[src/logic/intl_pkg.sv]
`default_nettype none

package intl_pkg;

    // -------------------------------------------------------------------
    // widths
    // -------------------------------------------------------------------
    localparam int SYM_W   = 2;     // one two-bit symbol
    localparam int ADDR_W  = 12;    // linear block address
    localparam int LOCAL_W = 10;    // address inside one bank, depth 1024
    localparam int LANES   = 4;     // banks and output lanes

    // position step inside a quarter
    // odd and coprime with 16, 136 and 520
    localparam int STRIDE = 7;

    // -------------------------------------------------------------------
    // block lengths in symbols
    // -------------------------------------------------------------------
    localparam logic [11:0] PB_LEN_16  = 12'd64;
    localparam logic [11:0] PB_LEN_136 = 12'd544;
    localparam logic [11:0] PB_LEN_520 = 12'd2080;

    // size class of a block
    typedef enum logic [1:0] {
        PB_16,
        PB_136,
        PB_520,
        PB_NONE
    } pb_size_e;

    // read sequencer state
    typedef enum logic {
        IDLE,
        READ
    } seq_state_e;

endpackage

`default_nettype wire

[src/logic/lane_rotator.sv]
`timescale 1ns/10ps
`default_nettype none

module lane_rotator #(
    parameter int sym_w = intl_pkg::SYM_W
) (
    input  wire                                 clk,
    input  wire                                 n_rst,
    input  wire                                 rd_en,
    input  wire  [1:0]                          rd_rot,
    input  wire  [intl_pkg::LANES*sym_w-1:0]    bank_rdata,
    output logic [sym_w-1:0]                    rdata0,
    output logic [sym_w-1:0]                    rdata1,
    output logic [sym_w-1:0]                    rdata2,
    output logic [sym_w-1:0]                    rdata3,
    output logic                                dout_vld
);
    import intl_pkg::*;

    logic               vld_d;          // lines up with bank data
    logic [1:0]         rot_d;
    logic [sym_w-1:0]   lane [LANES];

    always_ff @(posedge clk or negedge n_rst) begin
        if (!n_rst) begin
            vld_d <= 1'b0;
            rot_d <= '0;
        end else begin
            vld_d <= rd_en;
            rot_d <= rd_rot;
        end
    end

    // lane j takes bank (j + rot) mod 4
    always_comb begin
        logic [1:0] sel;
        for (int j = 0; j < LANES; j++) begin
            sel     = 2'(j) + rot_d;
            lane[j] = bank_rdata[sel*sym_w +: sym_w];
        end
    end

    always_ff @(posedge clk or negedge n_rst) begin
        if (!n_rst) begin
            rdata0   <= '0;
            rdata1   <= '0;
            rdata2   <= '0;
            rdata3   <= '0;
            dout_vld <= 1'b0;
        end else begin
            dout_vld <= vld_d;
            if (vld_d) begin            // hold otherwise
                rdata0 <= lane[0];
                rdata1 <= lane[1];
                rdata2 <= lane[2];
                rdata3 <= lane[3];
            end
        end
    end

endmodule

`default_nettype wire

[config.mk]
export PLATFORM = sky130hd
export DESIGN_NAME = lane_rotator
export DESIGN_NICKNAME = d
export VERILOG_FILES = /design/src/logic/intl_pkg.sv /design/src/logic/lane_rotator.sv
export SDC_FILE = /design/constraint.sdc
export NUM_CORES = 1
export LEC_CHECK = 0
export BUFFER_PORTS_ARGS = -buffer_cell sky130_fd_sc_hd__buf_2
export CORE_AREA = 2 2 39 41
export DETAILED_ROUTE_END_ITERATION = 16
export DIE_AREA = 0 0 41 43
export HOLD_SLACK_MARGIN = 0.15
export PLACE_DENSITY = 0.81
export RECOVER_POWER = 100
export SLEW_MARGIN = 20
export SYNTH_ARGS = -nofsm -noshare
export SYNTH_HDL_FRONTEND = slang
export SYNTH_SLANG_ARGS = --single-unit
[constraint.sdc]
create_clock -name clk -period 1.2 [get_ports clk]
set_clock_uncertainty 0.1 [all_clocks]
set_input_delay 0.12 -clock clk [delete_from_list [all_inputs] [get_ports clk]]
set_output_delay 0.12 -clock clk [all_outputs]
set_load 0.005 [all_outputs]
=== Word-level counts from Yosys, hierarchy flattened ===
Cells that the tools add are included.

* $add $sub $neg: 3
* Shifts and indexed selects: 4

{| class="wikitable"
|+ Operator list
! operator !! count
|-
| $shiftx 8x4->2 || 4
|-
| $add 2x2->2 const A || 2
|-
| $add 1x2->2 const A || 1
|}

* Flip-flop bits (word level): 12
* Input bits: 13
* Output and inout port bits: 9
* Word-level logic and storage cells: 14

=== Depth between registers and ports, before layout ===
* Word-level depth: 2
* Gate-level depth with buffers: 3
* Mapped depth without buffers: 2

=== Worst setup path before layout ===
No wires, ideal clock.

* Kind: flip-flop to flip-flop
* Start: register rot_d[0]
* End: register rdata0[0]
* Library setup time: 0.138 ns
* Arrival: 0.815 ns
* Required time: 0.962 ns
* Path slack: 0.147 ns
* Cell stages (with the launch flop): 4
* Buffers on the path: 1
* Clock period less this slack: 1.053 ns
* Cell sequence: dfrtp_1 > buf_4 > mux2i_1 > o221ai_1

* Longest elaborated chain between the ends: 1

{| class="wikitable"
|+ Ends and longest elaborated chain
! item !! line !! RTL
|-
| start, declared || lane_rotator.sv:21 || <nowiki>logic [1:0] rot_d;</nowiki>
|-
| start signal, assigned || lane_rotator.sv:30 || <nowiki>rot_d <= rd_rot;</nowiki>
|-
| $shiftx 8x4->2 || lane_rotator.sv:39 || <nowiki>lane[j] = bank_rdata[sel*sym_w +: sym_w];</nowiki>
|-
| end signal, assigned || lane_rotator.sv:53 || <nowiki>rdata0 <= lane[0];</nowiki>
|-
| end, declared || lane_rotator.sv:12 || <nowiki>output logic [sym_w-1:0] rdata0,</nowiki>
|}

No other way between the ends.
A chain may end at the register's enable or synchronous reset.

=== Worst setup path after layout ===
* Start: register rot_d[0]
* End: register rdata2[0]

* Longest elaborated chain between the ends: 2

{| class="wikitable"
|+ Ends and longest elaborated chain
! item !! line !! RTL
|-
| $add 2x2->2 || lane_rotator.sv:38 || <nowiki>sel = 2'(j) + rot_d;</nowiki>
|-
| $shiftx 8x4->2 || lane_rotator.sv:39 ||
|-
| end signal, assigned || lane_rotator.sv:55 || <nowiki>rdata2 <= lane[2];</nowiki>
|-
| end, declared || lane_rotator.sv:14 || <nowiki>output logic [sym_w-1:0] rdata2,</nowiki>
|}

No other way between the ends.

==> summary.txt <==
diode count: 0
crit path buf inv count: 1
setup TNS: 0 ps
Final ANT Viol Nets: 0
worst-path cell chain: buf_12 > mux2i_2 > o221ai_2
Syn Nets: 53
mux cell area share after synthesis: 14.4%
wire per inst: 14.3 um
met1 wire length: 531 um
Clock Pin Slew Worst Setup and Hold Paths: 80 ps
top post-synthesis cells by area: dfrtp_1 54%, mux2i_1 14%, nand2b_2 14%
Setup crit end kind: register
routed wl met3: 52 um
dpl hpwl: 774 um
DIE AREA: 1760 um2
Placeable Area: 1380 um2
Yosys cell types: 7
Syn Std Cell Area: 554 um2
final setup fails: 0
Max stage delay on crit path: 430 ps
Max FO, Critical Path: 8
initial drt markers: 2
post-synth top area share: 54.2%
first-pass GRT wire length: 1880 um
FF-to-FF Start: rot_d[0]
Final Cell Area: 886 um2
leak pwr: 0.380 nW
largest family of logic cells by synthesized area: simple AND/OR/NAND/NOR gates
Peak VDD IR: 628 uV
average cell area after synthesis: 13.9 um2
MaxCap Viol Count: 0
Cell Count, Final, Fillers Out: 93
CP Launch Type: register
sequential area share after synthesis: 54.2%
Layout Nets: 91
Crit path max-delay family: flip-flops
WL final: 1330 um
initial core utilization: 40.1%
vias in the first global route: 477
register bit total from synthesis: 12
relative slew slack: 85.5%
Ys Warns: 0
GRT overflow: 0
CTS tree: yes
Worst Path Class, Setup: reg -> reg
initial antenna violation count: 0
largest net degree at the start of global routing: 13
final period utilization: 97.9%
smallest hold slack: 385 ps
total clock buffers created by CTS: 3
Synth Area in Compound Gates: 12.6%
IO buf count: 21
CTS Sinks: 12
Die Y: 43 um
GP Congestion: 0.663
Hold Path Origin: rd_rot[1]
routed via count: 473
# rows: 14
router iterations before antenna repair: 4
Yosys top cell by area: dfrtp_1
met2 WL: 731 um
top layer reached by signal wires: met4
max frequency: 851 MHz
slowest CP cell: dfrtp_2
Tightest Pin Transition: 211 ps
htree depth: 1
share of cells above drive strength 1: 51.9%
Vias/cell: 5.09
I/O pin total: 22
required time worst endpoint: 1240 ps
simple-gate share of the synthesized area: 15.3%
DP Cell Count: 75
Hold Crit Class: in -> reg
Adder-Cell Fraction of Synth Area: 0%
Tmin final: 1180 ps
final hold vios: 0
Layout area overhead: 59.8%
Mapped Cells: 40
post-synthesis xor/xnor area fraction: 0%
GR Util All Layers: 16.6%
Slew Limit Fails: 0
DRC errors left: 0
Root Buffer Master: clkbuf_4
clock latency on the worst-skew pair: 270 ps
outcome: finished, final reports clean
Cell Pwr Density: 1150 nW/um2
Chip Width: 41 um
clk buf depth: 2
Placed Instance Area: 661 um2
critical path arrival: 1220 ps
crit path launch: rot_d[0]
[logic make-up (layout without fill, tap and decap cells)]
group | Yosys count | after routing
AO/OA/AOI/OAI | 8 | 8
AND/OR/NAND/NOR | 10 | 10
buffers and inverters | 2 | 39
multiplexers | 8 | 8
flip-flops | 12 | 12
[worst register-to-register path, cell delays in order (launching register included)]
cell,delay [ps]
dfrtp_2,430
buf_12,150
mux2i_2,230
o221ai_2,140
[flip-flops by register name (all words and copies together) (netlist names)]
name,cells
rdata0,2
rdata3,2
rot_d,2
rdata1,2
vld_d,1
dout_vld,1
rdata2,2
[cell usage after synthesis, drive strengths merged]
| master | count |
|---|---|
| buf | 2 |
| dfrtp | 12 |
| mux2i | 8 |
| nand2 | 1 |
| nand2b | 9 |
| o221ai | 8 |
[what timing repair did]
action | 4_1_cts | 5_1_grt
resized for setup | 1 | 10
endpoints found under the hold margin | 23 | 0
setup buffers | 0 | 1
pin swaps | 0 | 1
setup endpoints to repair | 8 | 12
hold buffers | 13 | 0
[layout by cell type, fill, tap and decap left out]
cell type	instances
buf_2	15
dlygate4sd3_1	13
dfrtp_1	10
nand2b_2	9
o221ai_1	6
clkbuf_1	5
mux2i_2	4
clkbuf_4	4
mux2i_1	3
o221ai_2	2
dfrtp_2	2
mux2i_4	1
nand2_2	1
clkbuf_8	1
buf_12	1
[where the power goes]
| part | switching (mW) | internal (mW) |
|---|---|---|
| sequential | 0.0325 | 0.446 |
| clock | 0.141 | 0.184 |
| combinational | 0.0897 | 0.125 |
[routing by layer]
layer	global-route usage, %	up-vias
li1	-	225
met1	17.2	232
met3	3.14	2
met5	0	-
met2	27.5	14
met4	12.0	0
[per-stage QoR]
stage,utilization [%],power (mW),worst slack (ps)
3_5_place_dp,47.7,0.637,-64.4
5_1_grt,64.0,1.07,-12.4
4_1_cts,59.9,0.992,29.1
3_3_place_gp,47.7,0.631,-18.8
2_1_floorplan,-,0.564,147
6_report,64.0,1.02,24.6
[worst paths after layout]
path,slack [ps],cells past startpoint,endpoint
max in group asynchronous,140,3,vld_d
worst min-delay path,380,2,rot_d[1]
worst max register to register,20,3,rdata2[0]
min in group asynchronous,690,3,rdata0[0]
worst min register to register,410,2,rdata0[0]
worst max-delay path,20,3,rdata2[0]
[area by class of cell]
cell class	count	area, um2
fill	103	498
sequential	12	303
multi-input combinational	26	275
timing repair buffer	35	251
clock buffer	4	36.3
tap	16	20.0
Note: power is estimated with default switching activity, not from simulation.
