### src/logic/intl_pkg.sv
`default_nettype none

package intl_pkg;

    // -------------------------------------------------------------------
    // widths
    // -------------------------------------------------------------------
    localparam int SYM_W   = 2;     // one two-bit symbol
    localparam int ADDR_W  = 12;    // linear block address
    localparam int LOCAL_W = 10;    // address inside one bank, depth 1024
    localparam int LANES   = 4;     // banks and output lanes

    // position step inside a quarter
    // odd and coprime with 16, 136 and 520
    localparam int STRIDE = 7;

    // -------------------------------------------------------------------
    // block lengths in symbols
    // -------------------------------------------------------------------
    localparam logic [11:0] PB_LEN_16  = 12'd64;
    localparam logic [11:0] PB_LEN_136 = 12'd544;
    localparam logic [11:0] PB_LEN_520 = 12'd2080;

    // size class of a block
    typedef enum logic [1:0] {
        PB_16,
        PB_136,
        PB_520,
        PB_NONE
    } pb_size_e;

    // read sequencer state
    typedef enum logic {
        IDLE,
        READ
    } seq_state_e;

endpackage

`default_nettype wire

### src/logic/read_sequencer.sv
`timescale 1ns/10ps
`default_nettype none

module read_sequencer #(
    parameter int stride = intl_pkg::STRIDE
) (
    input  wire                             clk,
    input  wire                             n_rst,
    input  wire                             start,
    input  wire  intl_pkg::pb_size_e        size_class,
    input  wire  [intl_pkg::LOCAL_W-1:0]    quarter_len,
    output logic                            rd_en,
    output logic [intl_pkg::LOCAL_W-1:0]    rd_pos,
    output logic [1:0]                      rd_rot
);
    import intl_pkg::*;

    seq_state_e             state;
    logic [LOCAL_W-1:0]     q_len;      // latched on accepted start
    logic [LOCAL_W-1:0]     step;
    logic [LOCAL_W-1:0]     pos;
    logic [1:0]             rot;
    logic [LOCAL_W:0]       pos_sum;
    logic [LOCAL_W-1:0]     pos_next;
    logic                   accept;
    logic                   last;

    assign accept  = (state == IDLE) && start && (size_class != PB_NONE);
    assign last    = (step == q_len - LOCAL_W'(1));

    // position modulo Q, stride is below every quarter length
    assign pos_sum  = {1'b0, pos} + (LOCAL_W+1)'(stride);
    assign pos_next = (pos_sum >= {1'b0, q_len}) ? LOCAL_W'(pos_sum - {1'b0, q_len})
                                                 : pos_sum[LOCAL_W-1:0];

    always_ff @(posedge clk or negedge n_rst) begin
        if (!n_rst) begin
            state <= IDLE;
            q_len <= '0;
            step  <= '0;
            pos   <= '0;
            rot   <= '0;
        end else begin
            case (state)
                IDLE: begin
                    if (accept) begin
                        state <= READ;
                        q_len <= quarter_len;
                        step  <= '0;
                        pos   <= '0;
                        rot   <= '0;
                    end
                end
                READ: begin             // start ignored here
                    step <= step + LOCAL_W'(1);
                    pos  <= pos_next;
                    rot  <= rot + 2'd1;
                    if (last) begin
                        state <= IDLE;
                    end
                end
            endcase
        end
    end

    // step issued one cycle behind the state
    always_ff @(posedge clk or negedge n_rst) begin
        if (!n_rst) begin
            rd_en  <= 1'b0;
            rd_pos <= '0;
            rd_rot <= '0;
        end else begin
            rd_en <= (state == READ);
            if (state == READ) begin
                rd_pos <= pos;
                rd_rot <= rot;
            end
        end
    end

    a_pos_below_q: assert property (@(posedge clk) disable iff (!n_rst)
        rd_en |-> (rd_pos < q_len));

    // only the final step may trail out of READ
    a_rd_en_in_read: assert property (@(posedge clk) disable iff (!n_rst)
        rd_en |-> ((state == READ) || $past(last)));

endmodule

`default_nettype wire

### config.mk
export PLATFORM = sky130hd
export DESIGN_NAME = read_sequencer
export DESIGN_NICKNAME = d
export VERILOG_FILES = /design/src/logic/intl_pkg.sv /design/src/logic/read_sequencer.sv
export SDC_FILE = /design/constraint.sdc
export NUM_CORES = 1
export LEC_CHECK = 0
export BUFFER_PORTS_ARGS = -buffer_cell sky130_fd_sc_hd__buf_2
export CAP_MARGIN = 10
export CORE_MARGIN = 5
export CORE_UTILIZATION = 30
export DETAILED_ROUTE_END_ITERATION = 12
export PLACE_DENSITY = 0.48
export SETUP_SLACK_MARGIN = 0.02
export SYNTH_ARGS = -nofsm -noshare
export SYNTH_HDL_FRONTEND = slang
export SYNTH_SLANG_ARGS = --single-unit
### constraint.sdc
create_clock -name clk -period 5 [get_ports clk]
set_clock_uncertainty 0.2 [all_clocks]
set_input_delay 0.25 -clock clk [delete_from_list [all_inputs] [get_ports clk]]
set_output_delay 0.25 -clock clk [all_outputs]
set_load 0.005 [all_outputs]
# Word level (Yosys, flattened, before mapping)
# Cells that the tools add are included.
# totals
in_bits	15
reg_bits	46
word_cells	30
# op_classes
mux	9
eq_ne	3
order_cmp	1
reduce_logical	3
add_sub_neg	5
n_bitwise	1
# ops
operator	n
10-bit case mux with 2 select lines	2
10-bit two-way mux	2
10-bit by 3-bit adder with 11-bit output, second input constant	1
11-bit by 10-bit >= comparator with 1-bit output	1
10-bit by 1-bit adder with 10-bit output, second input constant	1
10-bit == test	1
10-bit by 1-bit subtractor with 10-bit output, second input constant	1
10-bit subtractor	1
2-bit != test, second input constant	2
2-bit case mux with 2 select lines	1
2-bit by 1-bit adder with 2-bit output, second input constant	1
1-bit logical AND	2
1-bit two-way mux	2
2-bit two-way mux	1
1-bit case mux with 2 select lines	1
2-bit AND reduction	1
1-bit NOT	1

# Logic depth before layout (Yosys ltp)
# depth
word_depth	5
depth_mapped	12

# Worst setup path after synthesis
# OpenSTA, ideal clock, no wires.
# synth_path
path_kind	register -> register
startpoint	register pos[2]
endpoint	register pos[0]
setup_ns	0.122
required_ns	4.678
slack_ns	2.262
path_stages_with_launch	11
t_arrival_ns	2.416
cell_sequence	dfrtp_1 -> nor3_1 -> nor2_1 -> xor2_1 -> ha_1 -> and2_1 -> o21ai_2 -> a211o_1 -> buf_2 -> nand3_1 -> a32o_1
# synth_via
elab_chain_len	4
# synth_lines
element	line	source
start: declaration	read_sequencer.sv:21	logic [LOCAL_W-1:0] pos;
start signal: assignment	read_sequencer.sv:56	pos <= pos_next;
10-bit by 3-bit adder with 11-bit output	read_sequencer.sv:32	assign pos_sum = {1'b0, pos} + (LOCAL_W+1)'(stride);
11-bit by 10-bit >= comparator with 1-bit output	read_sequencer.sv:33	assign pos_next = (pos_sum >= {1'b0, q_len}) ? LOCAL_W'(pos_sum - {1'b0, q_len})
10-bit two-way mux	read_sequencer.sv:33	
10-bit case mux with 2 select lines	read_sequencer.sv:44	case (state)
# No other way between the ends.
# A chain may end at the register's enable or synchronous reset.

# Worst setup path after layout
# layout_path
startpoint	register pos[2]
endpoint	register pos[2]
# layout_via
elab_chain_len	4
word_cells_on_any_way	5
classes_between	add/sub (2); order compare (1); mux (2)
# layout_lines
element	line
10-bit by 3-bit adder with 11-bit output *	read_sequencer.sv:32
10-bit subtractor or 11-bit by 10-bit >= comparator with 1-bit output (tied branches)	read_sequencer.sv:33
10-bit two-way mux *	read_sequencer.sv:33
10-bit case mux with 2 select lines *	read_sequencer.sv:44
# Every way passes the cells marked *; elsewhere a longest branch is shown, timed or not.

==> results.md <==
- Antenna-violating nets left: 0
- Combinational power share: 64.0%
- Pin count of the biggest net entering global routing: 47
- Arr. time, crit path: 3.40 ns
- Die area: 0.0121 mm²
- Worst setup SP type: flop
- Unique masters post-synth: 55
- WHS: 0.282 ns
- Worst EP required: 4.99 ns
- Setup TNS: 0 ns
- Setup-failing EPs final: 0
- I/O pins: 28
- Status: completed
- Top delay family on crit path: simple AND/OR/NAND/NOR gates
- Maximum buffer depth of the clock tree: 2
- Multiplexer share of the synthesized area: 4.47%
- GRT Residual Overflow: 0
- Crit Path Max Fanout: 11
- Vias in the first global route: 2487
- NetSw: 1.38 mW
- CP bufs+invs: 0
- Filler cell count: 1024
- Maximum clock frequency: 293 MHz
- Post-synth EDFFs: 0
- Mapped Cells: 317
- Tcrit/Tclk final: 68.3%
- Starting Density: 30.6%
- Max_slew headroom: 29.2%
- Max Slew Vio Count: 0
- Critical-path cell list: nor3_1, nor3_1, xnor2_1, ha_1, nand2_1, nor3_1, nor4_2, a211oi_1, a221o_1
- GPL Wtd Cong: 0.799
- Internal power: 1.49 mW
- DRC: 0
- Worst setup EP type: flop
- Die width: 110 µm
- DRT Wirelength: 7620 µm
- Crit-path max cell delay: 0.77 ns
- Initial DRT Pass Iterations: 4
- Slowest CP cell: nor4_2
- Clk_lat worst skew: 0.30 ns
- Global-route usage over all layers: 13.4%
- XOR/XNOR share of the synthesized area: 7.90%
- Mapped Avg Cell Area: 9.45 µm²
- Ys async rst share: 100%
- Post-synthesis sequential area ratio: 38.4%
- Core area: 0.00977 mm²
- Number of CTS-inserted buffers: 5
- Post-CTS Setup Repair Bufs: 0
- Chip Height: 110 µm
- Final Hold Viols: 0
- Clk pwr share: 8.1%
- N_diodes: 0
- Clk sinks: 46
- Yosys reg bits: 46
- Largest family of logic cells by synthesized area: simple AND/OR/NAND/NOR gates
- Post-DP HPWL: 5490 µm
- Fin nets: 379
- Sw Ratio: 48.1%
- Main synth FF type: dfrtp_1
- Routed vias: 2437
- P&R area growth vs syn: 15.2%
- Layout cells sized above 1: 17.7%
- WL/cell: 15.8 µm
- Max Cap Viol: 0
- Root Driver: clkbuf_8
- Worst vdd ir: 0.244 mV
- Via density: 5.04
- Seq pwr share: 27.8%
- Initial antenna violation count: 0
- LEAKAGE: 1.44 nW
- First-pass GRT wire length: 12600 µm
- Hold Path Class: in -> reg
- Rows: 36
- Synth Area in Compound Gates: 17.2%
- Simple-gate share of the synthesized area: 21.2%
- TritonCTS clock tree: done
- Clk slew on worst S/H paths: 0.10 ns
- PortBufs: 27
- Post-Syn Nets: 346
- RSZ-0062 raised after global routing: false
- Crit Path Class: reg -> reg
- H-tree depth: 2
- CP dominant cell by count: nor3_1
- PwrDens: 833 mW/mm²
- Mapped cell area: 0.00299 mm²
- Fraction of the mapped netlist area in adder cells: 6.10%
- Synth warn: 0
- Initial drt markers: 81
- Minimum clock period: 3.42 ns
- Slew @ Worst Pin: 1.06 ns
==> cells in the mapped netlist, drive strengths merged (5+ instances only) <==
library cell   n  area share (%)
ha            13             5.4
o21ai         25             4.3
nor2          11             1.9
xor2          12             3.5
nand4         14             2.9
nand2         29             3.6
dfrtp         46              38
nand3         18             3.0
buf            5            0.79
nor3          13             2.2
o211ai         5             1.3
mux2          11             4.1
inv           22             2.8
clkbuf         9             1.1
xnor2         15             4.4
a21oi          7             1.2
a211oi         6             1.9
==> path summary, 6_finish.rpt <==
kind	start	end	slack, ns	depth (start not counted)
worst max-delay path	pos[2]	pos[2]	1.58	9
worst min-delay path	start	state	0.28	4
worst max register to register	pos[2]	pos[2]	1.58	9
worst min register to register	rot[0]	rot[0]	0.29	1
max in group asynchronous	n_rst	pos[7]	3.47	2
min in group asynchronous	n_rst	step[4]	0.47	2
==> worst register-to-register path: cells and delay by family (launching register included) <==
family          cells  cell delay [ns]
compound gates      2             0.46
xor+xnor            1             0.21
fa+ha+maj           1             0.31
flops               1             0.44
simple gates        5             1.68
==> sequential cells by signal, indices dropped and copies added (netlist names) <==
signal / cells
pos: 10
rd_en: 1
step: 10
q_len: 10
rd_rot: 2
rot: 2
rd_pos: 10
state: 1
==> cell type report <==
class	count	area [µm²]	area share (%)
clock buffer	6	72.6	2.10
clock inverter	2	13.8	0.399
inverter	22	82.6	2.39
multi-input combinational	235	1700	49.4
sequential	46	1150	33.4
tap	133	166	4.82
timing repair buffer	40	260	7.54
==> layout by cell type, fill, tap and decap left out, types with 4 or more instances in the layout <==
cell type / count
dfrtp_1: 46
nand2_1: 29
buf_2: 27
inv_1: 22
o21ai_0: 22
nand3_1: 18
xnor2_1: 15
nand4_1: 14
nor3_1: 13
ha_1: 13
xor2_1: 12
mux2_2: 11
dlygate4sd3_1: 11
nor2_1: 10
a21oi_1: 7
a211oi_1: 5
o211ai_1: 5
clkbuf_8: 5
and3_1: 4
a31oi_1: 4
==> power by group through the flow <==
stage                     sequential [mW]  combinational, mW  clock [mW]
after detailed placement            0.806               1.83           0
after floorplan                     0.716               1.49           0
after global placement              0.805               1.83           0
final                               0.799               1.84       0.234
after CTS                           0.801               1.85       0.244
after global routing                0.837               2.06       0.258
==> kinds of logic after synthesis <==
kind of cell,after synthesis
AOI/OAI and AO/OA,71
xor gates and xnor gates,27
adders and majority gates,14
buffers and inverters,36
DFF,46
muxes,12
and+or+nand+nor,111
==> through the flow <==
stage	utilization, %	power [mW]	cells	setup WS (ns)	area [µm²]
3_5_place_dp	33.3	2.64	465	1.60	3250
2_1_floorplan	-	2.20	317	2.26	2990
6_report	35.3	2.87	484	1.58	3450
5_1_grt	35.3	3.15	484	1.25	3450
4_1_cts	35.3	2.90	484	1.60	3450
3_3_place_gp	33.3	2.63	465	1.67	3250
==> metal layers <==
layer	track usage (%)	wire [µm]
met2	22.0	3570
met5	0	0
met3	2.41	279
met1	17.9	3670
met4	3.74	105
==> repair_timing <==
item	4_1_cts	5_1_grt
hold buffers	11	0
hold endpoints to repair	56	0
resized for setup	0	0
Note: power is estimated with default switching activity, not from simulation.
