$ cat config.mk
export PLATFORM = sky130hd
export DESIGN_NAME = pb_size_decode
export DESIGN_NICKNAME = d
export VERILOG_FILES = /design/src/logic/intl_pkg.sv /design/src/logic/pb_size_decode.sv
export SDC_FILE = /design/constraint.sdc
export NUM_CORES = 1
export LEC_CHECK = 0
export BUFFER_PORTS_ARGS = -buffer_cell sky130_fd_sc_hd__buf_2
export CELL_PAD_IN_SITES_DETAIL_PLACEMENT = 1
export CELL_PAD_IN_SITES_GLOBAL_PLACEMENT = 1
export CORE_ASPECT_RATIO = 0.75
export CORE_MARGIN = 8
export CORE_UTILIZATION = 30
export DETAILED_ROUTE_END_ITERATION = 7
export GPL_TIMING_DRIVEN = 0
export PLACE_DENSITY = 0.72
export SLEW_MARGIN = 20
export SYNTH_ARGS = -nofsm -noshare
export SYNTH_HDL_FRONTEND = slang
export SYNTH_SLANG_ARGS = --single-unit
$ cat constraint.sdc
create_clock -name vclk -period 7.4
set_input_delay 0.74 -clock vclk [all_inputs]
set_output_delay 0.74 -clock vclk [all_outputs]
set_load 0.01 [all_outputs]
$ cat src/logic/intl_pkg.sv
`default_nettype none

package intl_pkg;

    // -------------------------------------------------------------------
    // widths
    // -------------------------------------------------------------------
    localparam int SYM_W   = 2;     // one two-bit symbol
    localparam int ADDR_W  = 12;    // linear block address
    localparam int LOCAL_W = 10;    // address inside one bank, depth 1024
    localparam int LANES   = 4;     // banks and output lanes

    // position step inside a quarter
    // odd and coprime with 16, 136 and 520
    localparam int STRIDE = 7;

    // -------------------------------------------------------------------
    // block lengths in symbols
    // -------------------------------------------------------------------
    localparam logic [11:0] PB_LEN_16  = 12'd64;
    localparam logic [11:0] PB_LEN_136 = 12'd544;
    localparam logic [11:0] PB_LEN_520 = 12'd2080;

    // size class of a block
    typedef enum logic [1:0] {
        PB_16,
        PB_136,
        PB_520,
        PB_NONE
    } pb_size_e;

    // read sequencer state
    typedef enum logic {
        IDLE,
        READ
    } seq_state_e;

endpackage

`default_nettype wire

$ cat src/logic/pb_size_decode.sv
`timescale 1ns/10ps
`default_nettype none

module pb_size_decode #(
    parameter int addr_w = intl_pkg::ADDR_W
) (
    input  wire  [addr_w-1:0]               pb_len,
    input  wire  [addr_w-1:0]               waddr,
    input  wire                             wen,
    output intl_pkg::pb_size_e              size_class,
    output logic [intl_pkg::LOCAL_W-1:0]    quarter_len,
    output logic                            wr_en,
    output logic [1:0]                      wr_bank,
    output logic [intl_pkg::LOCAL_W-1:0]    wr_local
);
    import intl_pkg::*;

    logic [addr_w-1:0] qtr;       // quarter boundaries at block address width
    logic [addr_w-1:0] half;
    logic [addr_w-1:0] three_q;
    logic [addr_w-1:0] base;
    logic [addr_w-1:0] offset;

    always_comb begin
        if (pb_len == addr_w'(PB_LEN_16)) begin
            size_class  = PB_16;
            quarter_len = LOCAL_W'(PB_LEN_16 >> 2);
        end else if (pb_len == addr_w'(PB_LEN_136)) begin
            size_class  = PB_136;
            quarter_len = LOCAL_W'(PB_LEN_136 >> 2);
        end else if (pb_len == addr_w'(PB_LEN_520)) begin
            size_class  = PB_520;
            quarter_len = LOCAL_W'(PB_LEN_520 >> 2);
        end else begin
            size_class  = PB_NONE;
            quarter_len = '0;
        end
    end

    assign qtr     = addr_w'(quarter_len);
    assign half    = qtr << 1;
    assign three_q = qtr + half;

    // which quarter holds waddr
    always_comb begin
        if (waddr < qtr) begin
            wr_bank = 2'd0;
            base    = '0;
        end else if (waddr < half) begin
            wr_bank = 2'd1;
            base    = qtr;
        end else if (waddr < three_q) begin
            wr_bank = 2'd2;
            base    = half;
        end else begin
            wr_bank = 2'd3;
            base    = three_q;
        end
    end

    assign offset   = waddr - base;
    assign wr_local = offset[LOCAL_W-1:0];
    assign wr_en    = wen && (size_class != PB_NONE) && (waddr < pb_len); // drop out-of-block

endmodule

`default_nettype wire

* Yosys cells after proc, flatten, opt, wreduce, memory -nomap -nowiden
Cells that the tools add are included.
** Storage, ports and cells
- Register bits :: 0
- Input bits :: 25
- Output and inout bits :: 25
- Word-level logic and storage cells :: 24
** Operators by class
- Add/sub/neg operators :: 2
- Order comparisons :: 4
- Equality and inequality tests :: 4
- Muxes and demuxes :: 12
- Reduce and logical (&&, ||, !) cells :: 2
** Operators by type and width (number)
- 2-to-1 mux 10 bit :: 6
- less-than comparator 12 bit :: 2
- adder 10 x 11 -> 12 bit :: 1
- == test 12 x 10 -> 1 bit (second input constant) :: 1
- == test 12 bit (second input constant) :: 1
- == test 12 x 7 -> 1 bit (second input constant) :: 1
- less-than comparator 12 x 10 -> 1 bit :: 1
- less-than comparator 12 x 11 -> 1 bit :: 1
- subtractor 10 bit :: 1
- 2-to-1 mux 2 bit :: 4
- logical AND 1 bit :: 2
- 2-to-1 mux 1 bit :: 2
- != test 2 bit (second input constant) :: 1

* Depth between registers and ports, before layout
Gate-level depths: netlist of run 1.
- Depth after elaboration :: 10
- Depth in mapped cells :: 19
- Mapped depth without buffers :: 19

* Worst setup path after synthesis of run 1
OpenSTA, ideal clock, no wires.
- Kind :: input port to output port
- Start point :: input pb_len[7]
- End point :: output wr_local[9] (netlist bit)
- Arrival time :: 4.677 ns
- Required time :: 6.660 ns
- Path slack :: 1.983 ns
- Stages :: 19
- Buffers on the path :: 0
- Cell sequence :: nor4_4 nand2_1 nor4_4 inv_1 ha_1 or4b_4 nor4_4 a211oi_2 a41oi_4 and2_1 ha_1 inv_1 fa_1 a21o_1 a21oi_1 o21bai_1 a21oi_1 xor2_1 xnor2_1
** Between the ends
- Elaborated cells on any way between the ends :: 14
- Those cells by class :: add/sub (2); order compare (3); eq/ne (3); mux (6)
** RTL lines
- start, declared :: line pb_size_decode.sv:7 : input wire [addr_w-1:0] pb_len,
- == test 12 x 10 -> 1 bit :: line pb_size_decode.sv:28 : end else if (pb_len == addr_w'(PB_LEN_136)) begin
- 2-to-1 mux 10 bit :: line pb_size_decode.sv:28
- 2-to-1 mux 10 bit * :: line pb_size_decode.sv:25 : if (pb_len == addr_w'(PB_LEN_16)) begin
- via quarter_len (one bit) :: line pb_size_decode.sv:11 : output logic [intl_pkg::LOCAL_W-1:0] quarter_len,
- adder 10 x 11 -> 12 bit :: line pb_size_decode.sv:42 : assign three_q = qtr + half;
- less-than comparator 12 bit :: line pb_size_decode.sv:52 : end else if (waddr < three_q) begin
- 2-to-1 mux 10 bit :: line pb_size_decode.sv:52
- 2-to-1 mux 10 bit :: line pb_size_decode.sv:49 : end else if (waddr < half) begin
- 2-to-1 mux 10 bit * :: line pb_size_decode.sv:46 : if (waddr < qtr) begin
- subtractor 10 bit * :: line pb_size_decode.sv:61 : assign offset = waddr - base;
- end, declared :: line pb_size_decode.sv:14 : output logic [intl_pkg::LOCAL_W-1:0] wr_local
Mark *: on every way through the listed nets, which the timed path passes. The rest lies on a longest branch.

* Worst setup path after layout of run 1
- Start point :: input pb_len[7]
- End point :: output wr_local[9] (netlist bit)
** Between the ends
- Cells in the longest elaborated chain, start to end :: 10
- Elaborated cells on any way between the ends :: 14
- Those cells by class :: add/sub (2); order compare (3); eq/ne (3); mux (6)
** Ends and longest elaborated chain
- == test 12 bit :: line pb_size_decode.sv:31 : end else if (pb_len == addr_w'(PB_LEN_520)) begin
- 2-to-1 mux 10 bit :: line pb_size_decode.sv:31
- 2-to-1 mux 10 bit :: line pb_size_decode.sv:28
- 2-to-1 mux 10 bit * :: line pb_size_decode.sv:25
- adder 10 x 11 -> 12 bit :: line pb_size_decode.sv:42
- less-than comparator 12 bit :: line pb_size_decode.sv:52
- 2-to-1 mux 10 bit :: line pb_size_decode.sv:52
- 2-to-1 mux 10 bit :: line pb_size_decode.sv:49
- 2-to-1 mux 10 bit * :: line pb_size_decode.sv:46
- subtractor 10 bit * :: line pb_size_decode.sv:61
Every way passes the cells marked *; elsewhere a longest branch is shown, timed or not.

==> qor.csv, run 1 <==
stage;metric;value;unit
finish;fin cells;229;
power;register share of total power;0;
floorplan;core footprint;3570;um2
critical_path;CP top delay family;simple AND/OR/NAND/NOR gates;
yosys;sequential cell area fraction in the yosys report;0;
critical_path;slowest cell on the critical path;sky130_fd_sc_hd__nor4_1;
floorplan;Die Wd;85.4;um
timing;Rel. slew slack;0.582;
yosys;most used standard cell by instance count after synthesis;sky130_fd_sc_hd__ha_1;
global_routing;number of antenna violations at the first check in global routing;0;
power;Internal;0.0292;mW
yosys;post-synthesis instance area;1080;um2
timing;final worst slack;1.31;ns
flow_run;reported max-cap violation count;0;
critical_path;CP Buf/Inv Count;4;
floorplan;die span in y;68.0;um
yosys;number of instances in the synthesized netlist;137;
timing;setup repair after global routing missed its margin;no;
finish;final-layout clock buffer total;0;
yosys;ranking of synthesized cells by area;sky130_fd_sc_hd__ha_1 30%, sky130_fd_sc_hd__inv_1 6.6%, sky130_fd_sc_hd__buf_4 6.2%;
critical_path;delay contributed by the slowest stage of the critical path;0.46;ns
finish;number of diodes;0;
cts;buffers inserted by post-CTS timing repair;0;
place;Detail Placement HPWL;3.30;mm
floorplan;number of rows in the core area;19;
yosys;Post-Syn Area per Cell;7.90;um2
detailed_routing;starting DRC count in detailed routing;25;
critical_path;Worst setup startpoint;pb_len[7];
power;IR drop worst, VDD;20.0;uV
critical_path;CP required;6.66;ns
yosys;main combinational cell family by area after synthesis;adder cells;
global_routing;maximum number of pins on one net before global-route repair;8;
yosys;cell taking the most area after synthesis;sky130_fd_sc_hd__ha_1;
timing;Highest Clock Rate;164;MHz
cts;number of instances resized during post-cts repair;0;
timing;final critical delay including setup and external delays;6.09;ns
global_routing;number of global-route vias before repair;1287;
yosys;simple-gate area share of the yosys netlist;0.257;
finish;net count reported at finish;241;
detailed_routing;routed via count;1141;
global_routing;total global-route track usage;0.124;
detailed_routing;antenna-violating nets left;0;
floorplan;Top Ports;50;
yosys;fraction of synthesized cell area in xor and xnor cells;0.0566;
timing;Final Max Tran Viols;0;
timing;number of endpoints failing setup at the final stage;0;
power;power density over cell area;47.7;nW/um2
power;portion of total power attributed to the clock network;0;
floorplan;die area;5810;um2
detailed_routing;Vias/cell;4.98;
critical_path;crit path launch type;input pin;
finish;layout cells sized above 1;0.348;
critical_path;largest fanout on the critical path;7;
yosys;Yosys Warn Count;0;
critical_path;category of the worst setup path capture point;output pin;
finish;sequential cell count;0;
power;Combinational Power Share;1.000;
cts;number of buffers inserted for hold repair after clock tree synthesis;0;
finish;FF/Latch Area;0;um2
place;total placed cells including tap cells;229;
detailed_routing;number of search-and-repair iterations in the first detailed-routing pass;4;
place;worst slack after detailed placement;1.26;ns
timing;Fin. Hold Viols;0;
global_routing;global-route wire length before repair;6.00;mm
critical_path;cells along the critical path;buf_2 -> nor4_4 -> nand2_1 -> nor4_4 -> inv_1 -> ha_1 -> nor4_1 -> o311ai_0 -> o211a_1 -> a41oi_4 -> and2_1 -> ha_1 -> inv_1 -> fa_1 -> a21o_1 -> a21oi_1 -> o21bai_1 -> a21oi_1 -> xor2_1 -> xnor2_1 -> buf_2;
detailed_routing;routed wire length;3.53;mm
place;number of I/O port buffers;44;
yosys;Synth top area share;0.301;
yosys;top cells by instance count after synthesis;26 x sky130_fd_sc_hd__ha_1, 19 x sky130_fd_sc_hd__inv_1, 10 x sky130_fd_sc_hd__a21oi_1, 9 x sky130_fd_sc_hd__buf_4, 8 x sky130_fd_sc_hd__a21o_1;
power;Lkg Pwr;0.713;nW
yosys;multiplexer share of the synthesized area;0;
floorplan;starting density of the core;0.304;
critical_path;category of the critical setup timing path;input pin to output pin;
yosys;adder-cell share of the synthesized area;0.319;
detailed_routing;routed len/inst;15.4;um
timing;accumulated negative setup slack;0;ns
timing;Period Utilization, post-route;0.823;
yosys;post-synth cell types;38;
critical_path;crit path DAT;5.35;ns
place;weighted congestion at the end of routability-driven global placement;0.865;
critical_path;number of stages on the worst setup path;21;
run_status;run status;finished clean;
hold_path;class of the most critical hold timing path;input pin to output pin;
critical_path;worst setup path endpoint;wr_local[9];
power;fraction of power spent switching nets;0.556;
power;switching power total;0.0365;mW
timing;Hold Slack;1.77;ns
finish;area growth from synthesis to layout;27.3;%
detailed_routing;DRC violations left;0;
global_routing;grt ovf;0;
timing;slew at the pin closest to its max-slew limit;0.622;ns
yosys;complex-gate fraction of the synthesized area;0.229;
==> cell type report <==
| class | count | area (um2) |
|---|---|---|
| plain buffers | 9 | 67.6 |
| fillers | 461 | 2190 |
| inverters | 20 | 75.1 |
| multi-input cells | 114 | 962 |
| well taps | 42 | 52.6 |
| repair buffers | 44 | 220 |
==> power groups by stage <==
stage | combinational, mW | sequential (mW) | clock (mW)
after CTS | 0.0666 | 0 | 0
after detailed placement | 0.0663 | 0 | 0
after global routing | 0.0741 | 0 | 0
after floorplan | 0.0393 | 0 | 0
final | 0.0657 | 0 | 0
after global placement | 0.0631 | 0 | 0
==> through the flow <==
| step | util | power (mW) | cell area, um2 |
|---|---|---|---|
| 2_1_floorplan | - | 0.0393 | 1100 |
| 3_3_place_gp | 0.386 | 0.0631 | 1380 |
| 3_5_place_dp | 0.386 | 0.0663 | 1380 |
| 4_1_cts | 0.386 | 0.0666 | 1380 |
| 5_1_grt | 0.386 | 0.0741 | 1380 |
| 6_report | 0.386 | 0.0657 | 1380 |
==> worst min-delay path, cell delays in order <==
cell                    delay (ns)
sky130_fd_sc_hd__buf_2        0.09
sky130_fd_sc_hd__buf_4        0.09
sky130_fd_sc_hd__buf_2        0.12
==> cells by family (layout without fill, tap and decap cells) <==
kind of cell,after synthesis,count (layout)
AO/OA/AOI/OAI,34,34
XOR/XNOR,7,7
adder cells (fa/ha/maj),27,27
buffers and inverters,29,73
other,2,8
AND/OR/NAND/NOR,38,38
==> routing by layer <==
metal | GRT usage | share of wire
met1 | 0.153 | 0.47
met4 | 0 | 0
met2 | 0.246 | 0.49
met3 | 0.00959 | 0.035
met5 | 0 | 0
==> worst min path at each step <==
stage	endpoint	cells after the start	slack, ns	from
after floorplan	quarter_len[4]	1	1.52	pb_len[9]
after global placement	wr_local[0]	3	1.76	waddr[0]
after detailed placement	wr_local[0]	3	1.77	waddr[0]
after CTS	wr_local[0]	3	1.77	waddr[0]
after global routing	wr_local[0]	3	1.79	waddr[0]
final	wr_local[0]	3	1.77	waddr[0]
==> placed cells by master, fill, tap and decap left out, types with 2 or more instances in the layout <==
cell type	Yosys	routed
sky130_fd_sc_hd__a21o_1	8	8
sky130_fd_sc_hd__a21oi_1	10	10
sky130_fd_sc_hd__buf_2	0	44
sky130_fd_sc_hd__buf_4	9	9
sky130_fd_sc_hd__conb_1	2	8
sky130_fd_sc_hd__ha_1	26	26
sky130_fd_sc_hd__inv_1	19	19
sky130_fd_sc_hd__nand2_1	7	7
sky130_fd_sc_hd__nand3_1	3	3
sky130_fd_sc_hd__nand4_1	2	2
sky130_fd_sc_hd__nor2_1	5	5
sky130_fd_sc_hd__nor3_1	5	5
sky130_fd_sc_hd__nor4_1	2	2
sky130_fd_sc_hd__nor4_4	3	3
sky130_fd_sc_hd__o211ai_1	2	2
sky130_fd_sc_hd__o21ai_0	6	6
sky130_fd_sc_hd__xnor2_1	3	3
sky130_fd_sc_hd__xor2_1	4	4
Power figures use the tool's default switching activity.
==> run 2, diff against run 1 <==
==> constraint.sdc (replaced) <==
create_clock -name vclk -period 5.9
set_input_delay 0.59 -clock vclk [all_inputs]
set_output_delay 0.59 -clock vclk [all_outputs]
set_load 0.01 [all_outputs]
==> qor.csv, run 2 (synthesis results as in run 1) <==
stage;metric;value;unit
run_status;run status;finished clean;
global_routing;grt ovf;0;
power;power density over cell area;59.6;nW/um2
cts;number of buffers inserted for hold repair after clock tree synthesis;0;
finish;post-route design area;1390;um2
critical_path;CP Buf/Inv Count;3;
floorplan;starting density of the core;0.304;
timing;Final Max Tran Viols;0;
finish;sequential cell count;0;
critical_path;delay contributed by the slowest stage of the critical path;0.45;ns
critical_path;CP top delay family;compound AO/OA/AOI/OAI gates;
detailed_routing;DRC violations left;0;
place;Detail Placement HPWL;3.30;mm
critical_path;number of stages on the worst setup path;19;
hold_path;class of the most critical hold timing path;input pin to output pin;
floorplan;Top Ports;50;
finish;final-layout clock buffer total;0;
power;Power, Total;0.0828;mW
floorplan;number of rows in the core area;19;
place;number of I/O port buffers;44;
finish;number of diodes;0;
critical_path;slowest cell on the critical path;sky130_fd_sc_hd__fa_1;
global_routing;total global-route track usage;0.124;
detailed_routing;routed via count;1140;
floorplan;die span in y;68.0;um
critical_path;Worst setup startpoint;pb_len[6];
power;Lkg Pwr;0.720;nW
global_routing;number of antenna violations at the first check in global routing;0;
timing;number of endpoints failing setup at the final stage;0;
critical_path;cells along the critical path;buf_2 -> nor4b_2 -> nand3_1 -> nor3_2 -> inv_1 -> ha_1 -> nand3b_1 -> o311ai_0 -> o21ai_0 -> a21oi_1 -> a22oi_1 -> fa_1 -> a21o_1 -> a21oi_1 -> o21bai_1 -> a21oi_1 -> xor2_1 -> xnor2_1 -> buf_2;
flow_run;reported max-cap violation count;0;
global_routing;global-route wire length before repair;6.00;mm
critical_path;most numerous cell on the critical path;sky130_fd_sc_hd__a21oi_1;
floorplan;Die Wd;85.4;um
floorplan;die area;5810;um2
finish;most frequent standard cell in the layout excluding fill and tap cells;sky130_fd_sc_hd__buf_2;
place;weighted congestion at the end of routability-driven global placement;0.865;
detailed_routing;routed len/inst;15.4;um
detailed_routing;number of search-and-repair iterations in the first detailed-routing pass;4;
detailed_routing;routed wire length;3.54;mm
finish;net count reported at finish;242;
timing;setup repair after global routing missed its margin;no;
timing;Fin. Hold Viols;0;
critical_path;largest fanout on the critical path;5;
critical_path;crit path launch type;input pin;
place;total cell area at the placement stage;1380;um2
finish;most frequent cells in the layout;44 x sky130_fd_sc_hd__buf_2, 26 x sky130_fd_sc_hd__ha_1, 19 x sky130_fd_sc_hd__inv_1, 10 x sky130_fd_sc_hd__a21oi_1, 10 x sky130_fd_sc_hd__buf_4;
timing;Period Utilization, post-route;0.941;
timing;final critical delay including setup and external delays;5.55;ns
finish;area growth from synthesis to layout;28.4;%
critical_path;worst setup path endpoint;wr_local[9];
power;IR drop worst, VDD;25.2;uV
finish;FF/Latch Area;0;um2
global_routing;maximum number of pins on one net before global-route repair;8;
critical_path;crit path DAT;4.96;ns
detailed_routing;Vias/cell;4.96;
finish;layout cells sized above 1;0.356;
critical_path;category of the critical setup timing path;input pin to output pin;
detailed_routing;antenna-violating nets left;0;
detailed_routing;starting DRC count in detailed routing;21;
timing;Highest Clock Rate;180;MHz
global_routing;number of global-route vias before repair;1287;
floorplan;core footprint;3570;um2
critical_path;CP required;5.31;ns
critical_path;category of the worst setup path capture point;output pin;
timing;accumulated negative setup slack;0;ns
-- run 2: cell types whose count changed in the layout (fill, tap and decap cells not counted), sizes merged --
cell,previous run,this run
buf,53,54
-- run 2: worst min path at each step --
stage	startpoint	to	slack (ns)	depth (start not counted)
2_1_floorplan	pb_len[9]	quarter_len[4]	1.22	1
3_3_place_gp	waddr[0]	wr_local[0]	1.46	3
3_5_place_dp	waddr[0]	wr_local[0]	1.47	3
4_1_cts	waddr[0]	wr_local[0]	1.47	3
5_1_grt	waddr[0]	wr_local[0]	1.49	3
6_report	waddr[0]	wr_local[0]	1.47	3
-- run 2: power by group --
group          leakage (nW)  internal [mW]  switching (mW)
Clock                     0              0               0
Sequential                0              0               0
Combinational         0.720         0.0366          0.0462
Total                 0.720         0.0366          0.0462
-- run 2: cell type report --
class | instances | area [um2]
well taps | 42 | 52.6
multi-input cells | 114 | 967
plain buffers | 9 | 67.6
fillers | 461 | 2180
inverters | 20 | 75.1
repair buffers | 45 | 228
-- run 2: what timing repair did --
action	in CTS	in global routing
endpoints found under the setup margin	0	1
buffers inserted	0	1
resized for setup	0	1
-- run 2: layer usage --
| metal | part of all wire | global-route usage | vias up |
|---|---|---|---|
| li1 | - | - | 582 |
| met1 | 0.47 | 0.153 | 543 |
| met2 | 0.49 | 0.246 | 15 |
| met3 | 0.033 | 0.00959 | 0 |
| met4 | 0 | 0 | 0 |
| met5 | 0 | 0 | - |
-- run 2: through the flow --
step / hold WS [ns] / utilization / std cells / worst slack [ns]
after CTS: 1.47 / 0.386 / 229 / 0.0857
after global placement: 1.46 / 0.386 / 229 / 0.196
after detailed placement: 1.47 / 0.386 / 229 / 0.0578
final: 1.47 / 0.390 / 230 / 0.349
after global routing: 1.49 / 0.390 / 230 / 0.0221
after floorplan: 1.22 / - / 143 / 0.783
==> run 3, diff against run 2 <==
--- a/config.mk
+++ b/config.mk
@@ -10,10 +10,12 @@
 export CELL_PAD_IN_SITES_GLOBAL_PLACEMENT = 1
 export CORE_ASPECT_RATIO = 0.75
 export CORE_MARGIN = 8
-export CORE_UTILIZATION = 30
+export CORE_UTILIZATION = 35
 export DETAILED_ROUTE_END_ITERATION = 7
+export GPL_ROUTABILITY_DRIVEN = 0
 export GPL_TIMING_DRIVEN = 0
-export PLACE_DENSITY = 0.72
+export MAX_ROUTING_LAYER = met4
+export PLACE_DENSITY = 0.83
 export SLEW_MARGIN = 20
 export SYNTH_ARGS = -nofsm -noshare
 export SYNTH_HDL_FRONTEND = slang
==> qor.csv, run 3 (synthesis results as in run 1) <==
stage;metric;value;unit
run_status;run status;finished clean;
finish;final-layout clock buffer total;0;
detailed_routing;number of search-and-repair iterations in the first detailed-routing pass;4;
critical_path;largest fanout on the critical path;5;
floorplan;number of rows in the core area;17;
global_routing;Most Crowded Layer GR;met2;
global_routing;global-route wire length before repair;6.00;mm
timing;Final Max Tran Viols;0;
global_routing;GR Util met2;0.250;
detailed_routing;DRC violations left;0;
floorplan;starting density of the core;0.369;
critical_path;category of the worst setup path capture point;output pin;
finish;area growth from synthesis to layout;30.6;%
power;fraction of power spent switching nets;0.567;
global_routing;total global-route track usage;0.142;
hold_path;class of the most critical hold timing path;input pin to output pin;
timing;Fin. Hold Viols;0;
finish;most frequent cells in the layout;44 x sky130_fd_sc_hd__buf_2, 26 x sky130_fd_sc_hd__ha_1, 19 x sky130_fd_sc_hd__inv_1, 13 x sky130_fd_sc_hd__buf_4, 10 x sky130_fd_sc_hd__a21oi_1;
finish;sequential cell count;0;
finish;FF/Latch Area;0;um2
power;Combinational Power Share;1.000;
global_routing;met1 Resource Use GR;0.180;
place;total placed cells including tap cells;225;
timing;Highest Clock Rate;177;MHz
power;switching power total;0.0483;mW
finish;number of diodes;0;
critical_path;crit path DAT;5.05;ns
detailed_routing;antenna-violating nets left;0;
finish;net count reported at finish;245;
global_routing;number of antenna violations at the first check in global routing;0;
global_routing;maximum number of pins on one net before global-route repair;8;
global_routing;grt ovf;0;
cts;number of buffers inserted for hold repair after clock tree synthesis;0;
finish;layout cells sized above 1;0.366;
finish;most frequent standard cell in the layout excluding fill and tap cells;sky130_fd_sc_hd__buf_2;
floorplan;core footprint;2940;um2
timing;final critical delay including setup and external delays;5.64;ns
place;Detail Placement HPWL;3.40;mm
detailed_routing;Vias/cell;5.31;
critical_path;CP required;5.31;ns
timing;number of endpoints failing setup at the final stage;0;
timing;Hold Slack;1.48;ns
power;register share of total power;0;
detailed_routing;routed via count;1216;
floorplan;Top Ports;50;
finish;Final Core Density;0.482;
critical_path;crit path launch type;input pin;
floorplan;die area;5150;um2
detailed_routing;starting DRC count in detailed routing;42;
power;power density over cell area;60.2;nW/um2
detailed_routing;routed wire length;3.79;mm
power;Lkg Pwr;0.739;nW
floorplan;Die Wd;80.2;um
detailed_routing;routed len/inst;16.6;um
global_routing;met3 track demand over resource in global routing;0.0112;
global_routing;number of global-route vias before repair;1238;
finish;fin cells;229;
power;portion of total power attributed to the clock network;0;
floorplan;die span in y;64.2;um
timing;Period Utilization, post-route;0.956;
flow_run;reported max-cap violation count;0;
power;Internal;0.0369;mW
power;IR drop worst, VDD;33.9;uV
critical_path;category of the critical setup timing path;input pin to output pin;
place;number of I/O port buffers;44;
==> run 3: cell types whose count changed in the layout (fill, tap and decap cells not counted), sizes merged <==
cell	before	now
buf	54	57
==> run 3: final cells by class <==
type / instances / area (um2)
timing repair buffer: 48 / 250
buffer: 9 / 67.6
fill: 391 / 1520
inverter: 20 / 75.1
tap: 38 / 47.5
multi-input combinational: 114 / 973
==> run 3: power groups by stage <==
stage	sequential, mW	clock (mW)	combinational [mW]
2_1_floorplan	0	0	0.0492
3_3_place_gp	0	0	0.0782
3_5_place_dp	0	0	0.0836
4_1_cts	0	0	0.0842
5_1_grt	0	0	0.0944
6_report	0	0	0.0851
==> run 3: critical path: stages <==
cell and delay [ns]:
sky130_fd_sc_hd__buf_2 0.12, sky130_fd_sc_hd__nor4_4 0.38, sky130_fd_sc_hd__nand2_1 0.15, sky130_fd_sc_hd__nor4_4 0.14, sky130_fd_sc_hd__buf_4 0.18, sky130_fd_sc_hd__inv_1 0.07, sky130_fd_sc_hd__ha_1 0.28, sky130_fd_sc_hd__or4b_4 0.48
sky130_fd_sc_hd__nor4_4 0.19, sky130_fd_sc_hd__a211oi_2 0.13, sky130_fd_sc_hd__a41oi_4 0.28, sky130_fd_sc_hd__and2_1 0.17, sky130_fd_sc_hd__ha_1 0.13, sky130_fd_sc_hd__inv_1 0.07, sky130_fd_sc_hd__fa_1 0.40, sky130_fd_sc_hd__a21o_1 0.17
sky130_fd_sc_hd__a21oi_1 0.24, sky130_fd_sc_hd__o21bai_1 0.09, sky130_fd_sc_hd__a21oi_1 0.31, sky130_fd_sc_hd__xor2_1 0.21, sky130_fd_sc_hd__xnor2_1 0.13, sky130_fd_sc_hd__buf_2 0.14
==> run 3: metrics by stage <==
| step | power [mW] | area, um2 | TNS, ns | setup slack, ns |
|---|---|---|---|---|
| floorplan | 0.0492 | 1100 | 0 | 0.783 |
| CTS | 0.0842 | 1370 | 0 | 0.0233 |
| global placement | 0.0782 | 1370 | 0 | 0.204 |
| global route | 0.0944 | 1410 | -0.0408 | -0.0408 |
| detailed placement | 0.0836 | 1370 | 0 | 0.0304 |
| finish | 0.0851 | 1410 | 0 | 0.260 |
==> run 3: routing by layer <==
| metal | up-vias | wire length [um] | part of all wire |
|---|---|---|---|
| met2 | 31 | 1880 | 0.50 |
| met3 | 2 | 175 | 0.046 |
| met5 | - | 0 | 0 |
| met1 | 592 | 1720 | 0.45 |
| met4 | 0 | 19 | 0.0050 |
| li1 | 591 | - | - |
==> run 3: timing repair <==
| action | 4_1_cts | 5_1_grt |
|---|---|---|
| setup buffers | 0 | 4 |
| endpoints found under the setup margin | 0 | 2 |
| gates resized for setup | 0 | 3 |
==> run 3: final timing paths <==
path	from	end	slack, ns	cells after the start
hold / removal	waddr[1]	wr_local[1]	1.48	3
setup / recovery	pb_len[7]	wr_local[9]	0.26	22
